## src/hdl/fixed_point_pkg.sv

```systemverilog
/*
 * fixed-point word format and multiplier request types
 */
package fixed_point_pkg;

  // ==============================
  // word format
  // ==============================

  // bits in one fixed-point word
  localparam int WORD_WIDTH = 16;

  // one word, read as signed or unsigned by the SIGN parameter of the user
  typedef logic [WORD_WIDTH-1:0] fixed_t;

  // full-width product before the binary-point shift
  typedef logic [2*WORD_WIDTH-1:0] wide_t;

  // ==============================
  // multiplier request
  // ==============================

  // one multiplication, a times b
  typedef struct packed {
    fixed_t a;
    fixed_t b;
  } mult_operands_t;

endpackage

```

## src/hdl/conv_pkg.sv

```systemverilog
/*
 * convolution vector types
 * shared by the convolution block and the top level
 */
package conv_pkg;

  import fixed_point_pkg::*;

  // ==============================
  // vector geometry
  // ==============================

  // elements per vector
  localparam int ARRAY_LENGTH = 8;

  // ==============================
  // vector type
  // ==============================

  // element 0 sits in the least significant word
  typedef struct packed {
    fixed_t [ARRAY_LENGTH-1:0] elem;
  } conv_vec_t;

endpackage

```

## src/hdl/iterative_multiplier.sv

```systemverilog
/*
 * iterative shift-and-add fixed-point multiplier
 * one multiplier bit per cycle, valid/ready on request and response
 */
`timescale 1ns/1ps

module iterative_multiplier import fixed_point_pkg::*; #(
  parameter int DECIMAL_BITS = 8,
  parameter bit SIGN         = 1
) (
  input  logic           clk,
  input  logic           reset,
  input  mult_operands_t req,
  input  logic           req_val,
  output logic           req_rdy,
  output fixed_t         product,
  output logic           resp_val,
  input  logic           resp_rdy
);

  // counter has to reach WORD_WIDTH
  localparam int CNT_W = $clog2(WORD_WIDTH + 1);

  typedef enum logic [1:0] {
    S_IDLE,
    S_BUSY,
    S_HOLD
  } state_t;

  state_t           state;
  logic [CNT_W-1:0] bit_cnt;
  logic             accept;

  // operand magnitudes and result sign
  fixed_t mag_a;
  fixed_t mag_b;
  logic   neg_in;

  // iteration registers
  wide_t  acc;
  wide_t  mcand;
  fixed_t mplier;
  logic   neg_q;

  // final scaling
  wide_t  scaled;
  fixed_t trunc;
  fixed_t result;

  assign req_rdy  = (state == S_IDLE);
  assign resp_val = (state == S_HOLD);
  assign accept   = req_val && req_rdy;

  // ==============================
  // operand conditioning
  // ==============================

  always_comb begin
    mag_a  = req.a;
    mag_b  = req.b;
    neg_in = 1'b0;
    if (SIGN) begin
      // most negative word maps onto itself, read as unsigned
      if (req.a[WORD_WIDTH-1]) begin
        mag_a = -req.a;
      end
      if (req.b[WORD_WIDTH-1]) begin
        mag_b = -req.b;
      end
      neg_in = req.a[WORD_WIDTH-1] ^ req.b[WORD_WIDTH-1];
    end
  end

  // binary-point shift, truncate, then restore the sign
  always_comb begin
    scaled = acc >> DECIMAL_BITS;
    trunc  = scaled[WORD_WIDTH-1:0];
    result = neg_q ? -trunc : trunc;
  end

  // ==============================
  // control
  // ==============================

  always_ff @(posedge clk) begin
    if (reset) begin
      state   <= S_IDLE;
      bit_cnt <= '0;
    end else begin
      case (state)
        S_IDLE: begin
          if (accept) begin
            state   <= S_BUSY;
            bit_cnt <= CNT_W'(WORD_WIDTH);
          end
        end
        S_BUSY: begin
          // one extra cycle at zero to register the product
          if (bit_cnt == '0) begin
            state <= S_HOLD;
          end else begin
            bit_cnt <= bit_cnt - 1'b1;
          end
        end
        S_HOLD: begin
          if (resp_rdy) begin
            state <= S_IDLE;
          end
        end
        default: begin
          state <= S_IDLE;
        end
      endcase
    end
  end

  // ==============================
  // datapath
  // ==============================

  always_ff @(posedge clk) begin
    if (accept) begin
      acc    <= '0;
      mcand  <= wide_t'(mag_a);
      mplier <= mag_b;
      neg_q  <= neg_in;
    end else if (state == S_BUSY) begin
      if (bit_cnt != '0) begin
        // add the shifted multiplicand for each set multiplier bit
        if (mplier[0]) begin
          acc <= acc + mcand;
        end
        mcand  <= mcand << 1;
        mplier <= mplier >> 1;
      end else begin
        product <= result;
      end
    end
  end

endmodule

```

## src/hdl/convolution_block.sv

```systemverilog
/*
 * convolution block, lane i multiplies input i by filter ARRAY_LENGTH-1-i
 * idle/calc/done FSM over an array of iterative multipliers
 */
`timescale 1ns/1ps

module convolution_block import fixed_point_pkg::*, conv_pkg::*; #(
  parameter int DECIMAL_BITS = 8,
  parameter bit SIGN         = 1
) (
  input  logic      clk,
  input  logic      reset,
  input  conv_vec_t in_vec,
  input  logic      in_val,
  output logic      in_rdy,
  input  conv_vec_t filter_vec,
  input  logic      filter_val,
  output logic      filter_rdy,
  output conv_vec_t out_vec,
  output logic      out_val,
  input  logic      out_rdy
);

  typedef enum logic [1:0] {
    IDLE,
    CALC,
    DONE
  } state_t;

  state_t state;
  state_t next_state;

  logic                    accept;
  logic                    lane_resp_rdy;
  logic [ARRAY_LENGTH-1:0] lane_rdy;
  logic [ARRAY_LENGTH-1:0] lane_resp_val;
  mult_operands_t          lane_req [ARRAY_LENGTH];
  fixed_t                  lane_product [ARRAY_LENGTH];

  // ==============================
  // handshakes
  // ==============================

  // input and filter only transfer as a pair
  assign accept     = (state == IDLE) && in_val && filter_val && (&lane_rdy);
  assign in_rdy     = (state == IDLE);
  assign filter_rdy = (state == IDLE);
  assign out_val    = (state == DONE);

  // lanes release their products with the output transfer
  assign lane_resp_rdy = out_val && out_rdy;

  // ==============================
  // FSM
  // ==============================

  always_comb begin
    next_state = state;
    case (state)
      IDLE: begin
        if (accept) begin
          next_state = CALC;
        end
      end
      CALC: begin
        if (&lane_resp_val) begin
          next_state = DONE;
        end
      end
      DONE: begin
        if (out_rdy) begin
          next_state = IDLE;
        end
      end
      default: begin
        next_state = IDLE;
      end
    endcase
  end

  always_ff @(posedge clk) begin
    if (reset) begin
      state <= IDLE;
    end else begin
      state <= next_state;
    end
  end

  // ==============================
  // multiplier lanes
  // ==============================

  for (genvar i = 0; i < ARRAY_LENGTH; i++) begin : g_lane
    // reversed filter pairing
    assign lane_req[i] = '{a: in_vec.elem[i], b: filter_vec.elem[ARRAY_LENGTH-1-i]};

    iterative_multiplier #(
      .DECIMAL_BITS(DECIMAL_BITS),
      .SIGN        (SIGN)
    ) mult (
      .clk     (clk),
      .reset   (reset),
      .req     (lane_req[i]),
      .req_val (accept),
      .req_rdy (lane_rdy[i]),
      .product (lane_product[i]),
      .resp_val(lane_resp_val[i]),
      .resp_rdy(lane_resp_rdy)
    );
  end

  // gather lane products into the output vector
  always_comb begin
    for (int k = 0; k < ARRAY_LENGTH; k++) begin
      out_vec.elem[k] = lane_product[k];
    end
  end

endmodule

```

## src/hdl/convolution_top.sv

```systemverilog
/*
 * convolution top level
 * fixes the fixed-point format and wraps the convolution block
 */
`timescale 1ns/1ps

module convolution_top import conv_pkg::*; #(
  // binary point position
  parameter int DECIMAL_BITS = 8,
  // two's complement operands when set
  parameter bit SIGN         = 1
) (
  input  logic      clk,
  input  logic      reset,

  // input vector
  input  conv_vec_t in_vec,
  input  logic      in_val,
  output logic      in_rdy,

  // filter vector
  input  conv_vec_t filter_vec,
  input  logic      filter_val,
  output logic      filter_rdy,

  // result vector
  output conv_vec_t out_vec,
  output logic      out_val,
  input  logic      out_rdy
);

  // ==============================
  // convolution core
  // ==============================

  convolution_block #(
    .DECIMAL_BITS(DECIMAL_BITS),
    .SIGN        (SIGN)
  ) conv0 (
    .clk       (clk),
    .reset     (reset),
    .in_vec    (in_vec),
    .in_val    (in_val),
    .in_rdy    (in_rdy),
    .filter_vec(filter_vec),
    .filter_val(filter_val),
    .filter_rdy(filter_rdy),
    .out_vec   (out_vec),
    .out_val   (out_val),
    .out_rdy   (out_rdy)
  );

endmodule

```

## config.mk

```make
export PLATFORM = sky130hd
export DESIGN_NAME = convolution_top
export DESIGN_NICKNAME = d
export VERILOG_FILES = /design/src/hdl/fixed_point_pkg.sv /design/src/hdl/conv_pkg.sv /design/src/hdl/iterative_multiplier.sv /design/src/hdl/convolution_block.sv /design/src/hdl/convolution_top.sv
export SDC_FILE = /design/constraint.sdc
export NUM_CORES = 2
export LEC_CHECK = 0
export BUFFER_PORTS_ARGS = -buffer_cell sky130_fd_sc_hd__buf_2
export CORE_AREA = 2 2 271 273
export DETAILED_ROUTE_END_ITERATION = 7
export DIE_AREA = 0 0 273 275
export PLACE_DENSITY_LB_ADDON = 0.3
export SLEW_MARGIN = 20
export SYNTH_ARGS = -nofsm -noshare
export SYNTH_HDL_FRONTEND = slang
export SYNTH_HIERARCHICAL = 1
export SYNTH_SLANG_ARGS = --single-unit
```

## constraint.sdc

```tcl
create_clock -name clk -period 3.1 [get_ports clk]
set_input_delay 0.31 -clock clk [delete_from_list [all_inputs] [get_ports clk]]
set_output_delay 0.31 -clock clk [all_outputs]
set_load 0.01 [all_outputs]
```

==> impl_metrics.tcl <==
set metrics [dict create \
    status "completed" \
    cts-resized-gates 0 \
    via_per_inst 5.75 \
    ir_drop_mv 0.721 \
    synth.area.top_cells "edfxtp_1 (27%), dfxtp_1 (15%), ha_1 (6.5%)" \
    post_synth_mux_area_share 0.0220 \
    tightest_slew_ns 0.860 \
    finalHoldViolations 0 \
    ant_nets 0 \
    grt_remaining_overflow 0 \
    crit_slowest_cell "or4b_4" \
    synth_xor_area_frac 0.0974 \
    final.setup.tns_ns 0 \
    path_clk_slew_ns 0.06 \
    wl_per_cell_um 16.4 \
    drive_gt1_frac 0.142 \
    grt_first_pass_wirelength_um 158000 \
    antenna_found_initial 18 \
    path_class "flop to flop" \
    synth_top_family_by_area "compound AO/OA/AOI/OAI gates" \
    root_buffer "clkbuf_16" \
    finalCritPeriodShare 0.901 \
    synth_cells 4614 \
    ys_seq_elements 706 \
    grt_max_degree 74 \
    grt_setup_unrepaired "false" \
    crit_arrival_ns 3.34 \
    top_layer_used "met5" \
    cts_buffers 76 \
    first_pass_iters 5 \
    synth_seq_area_share 0.421 \
    avgSynthCellArea_um2 9.30 \
    vias 34300 \
    yosysUniqueCellTypes 92 \
    portBuffers 391 \
    start_util 0.593 \
    yosys.area_share.simple 0.176 \
    synth_top_area_frac 0.274 \
    synth_compound_area_frac 0.180 \
    wl_um 97900 \
    synth_edf_count 392 \
    nets 5429 \
    ys_warn_count 6 \
    fillers 5808 \
    cp-start-kind "flop" \
    h-tree-depth 3 \
    fin_worst_skew_ns 0.0201 \
    finalSetupViolCount 0 \
    die_h_um 275 \
    drc 0 \
    cpPeakStageDelay_ns 0.52 \
    clkSinkCount 706 \
    ios 392 \
    power.density_nw_per_um2 1180 \
    grt_pass1_vias 32300 \
    gp_congestion 0.945 \
    multiInputGateArea_um2 23400 \
    yosys.area.top_type "edfxtp_1" \
    met1Wirelength_um 44000 \
    grtUsageTotal 0.253 \
    synth_fp_nets 5107 \
    cp-end-kind "flop" \
    crit_chain "ha_1 -> o211ai_1 -> o211a_1 -> or4b_4 -> a211oi_4 -> nor3_2 -> or4_1 -> nand3_1" \
    die_x_um 273 \
    drtIter0Drc 2175 \
    clk_path_buf_depth 3 \
    slew_viol_final 0 \
    min_period_ns 2.79 \
    route.met3.wl_um 5650 \
    dieArea_um2 75100 \
    met2_length_um 45600 \
    hold_ws_ns 0.0658 \
    seq_area_um2 18100 \
    cp_max_fo 6 \
    areaGrowthSynthToFinish_pct 12.3 \
    p_leak_uw 0.0197 \
    drv_cap 0 \
    timing.fmax_ghz 0.358 \
    row_count 99 \
    hp-class "input port to flop" \
    syn-cell-area_um2 42900 \
    ys_async_sr_fraction 0 \
    slew_headroom 0.427 \
    synth-main-ff-cell "edfxtp_1" \
    synthAdderAreaFrac 0.0691 \
    place.detailed.hpwl_um 72500 \
    cts_tree "built" \
    coreArea_um2 72300 \
    crit_required_ns 3.65 \
    clkLatencyLatePin_ns 0.62 \
]
-- cell families (layout without fill, tap and decap cells) --
family | count (synthesis) | after routing
multiplexers | 93 | 93
AND/OR/NAND/NOR | 1579 | 1579
XOR/XNOR | 477 | 477
adder cells (fa/ha/maj) | 232 | 232
other | 0 | 9
flip-flops | 706 | 706
buffers and inverters | 343 | 729
AO/OA/AOI/OAI | 1184 | 1184
-- Yosys cell counts (all sizes together), types with 9 or more instances --
cell type  count
nand2b        50
xnor2        204
nor2b         34
o41ai         35
o21ba         14
and3          33
a31oi         43
ha           224
buf           84
a211oi        41
xor2         273
o21a          28
or2           29
nor3          99
or3           81
o31ai         97
o221ai        13
o21ai        451
nor4          20
nor4b          9
nand3b        22
nand4         53
and2          10
nand2        714
inv          131
a21o          77
or4           29
o21bai        20
a21oi        277
edfxtp       392
nor3b         10
o211a         13
and4          13
o211ai        12
mux2           9
nor2         255
a311oi        13
mux2i         84
nand3        101
dfxtp        314
o22ai          9
clkbuf       119
-- registers in the layout, indices dropped and copies added, names as in the netlist --
signal,cells
conv0/g_lane.mult/mcand,192
conv0/state,2
conv0/g_lane.mult/mplier,128
conv0/g_lane.mult/neg_q,8
conv0/g_lane.mult/state,16
conv0/g_lane.mult/acc,192
conv0/g_lane.mult/bit_cnt,40
conv0/g_lane.mult/product,128
-- placed cells by master (no fill, tap or decap), types with 84 or more instances in the layout --
cell      count
a21oi_1     271
buf_2       391
dfxtp_1     314
edfxtp_1    392
ha_1        224
inv_1       130
mux2i_1      84
nand2_1     705
nand3_1     101
nor2_1      254
nor3_1       91
o21ai_0     397
o31ai_1      90
xnor2_1     204
xor2_1      273
-- report_power, final --
part	internal, uW	switching [uW]
combinational	10700	17000
clock	5440	3750
sequential	16800	3050
-- cell type report --
type | instances | share of cell area
diodes | 9 | 0.000468
clock buffers | 111 | 0.0456
clock inverters | 31 | 0.00696
inverters | 138 | 0.0108
multi-input cells | 3565 | 0.485
flip-flops and latches | 706 | 0.375
well taps | 959 | 0.0249
repair buffers | 449 | 0.0511
-- repair_timing --
| action | CTS | global route |
|---|---|---|
| hold buffers | 2 | 0 |
| hold endpoints to repair | 2 | 0 |
| buffers inserted | 0 | 0 |
-- worst max-delay path, delay by kind of cell (launching register included) --
family                     cells  cell delay [ns]
and+or+nand+nor                4             1.16
AOI/OAI and AO/OA              3             0.77
adders and majority gates      1             0.40
DFF                            1             0.40
-- final timing paths --
| kind | from | to | slack, ns | cells after the start |
|---|---|---|---|---|
| max | conv0/g_lane[7].mult/mcand[4] | conv0/g_lane[7].mult/acc[21] | 0.31 | 8 |
| min | filter_vec[90] | conv0/g_lane[2].mult/mplier[10] | 0.07 | 3 |
| max reg2reg | conv0/g_lane[7].mult/mcand[4] | conv0/g_lane[7].mult/acc[21] | 0.31 | 8 |
| min reg2reg | conv0/g_lane[2].mult/acc[2] | conv0/g_lane[2].mult/acc[2] | 0.46 | 2 |
-- per-stage QoR --
step / power (uW) / std cells / instance area (um^2) / util / setup WS [ns]
CTS: 57000 / 5959 / 48100 / 0.665 / 0.296
global placement: 46700 / 5815 / 45600 / 0.630 / 0.378
global route: 61400 / 5966 / 48100 / 0.666 / 0.162
detailed placement: 47600 / 5815 / 45600 / 0.630 / 0.330
floorplan: 40600 / 4614 / 42900 / - / 0.371
finish: 56700 / 5968 / 48200 / 0.666 / 0.307
-- routing by layer --
layer / up-vias / global-route usage
li1: 17300 / -
met1: 16000 / 0.336
met2: 802 / 0.418
met3: 179 / 0.0448
met4: 20 / 0.0830
met5: - / 0
(Power assumes the default switching activity.)
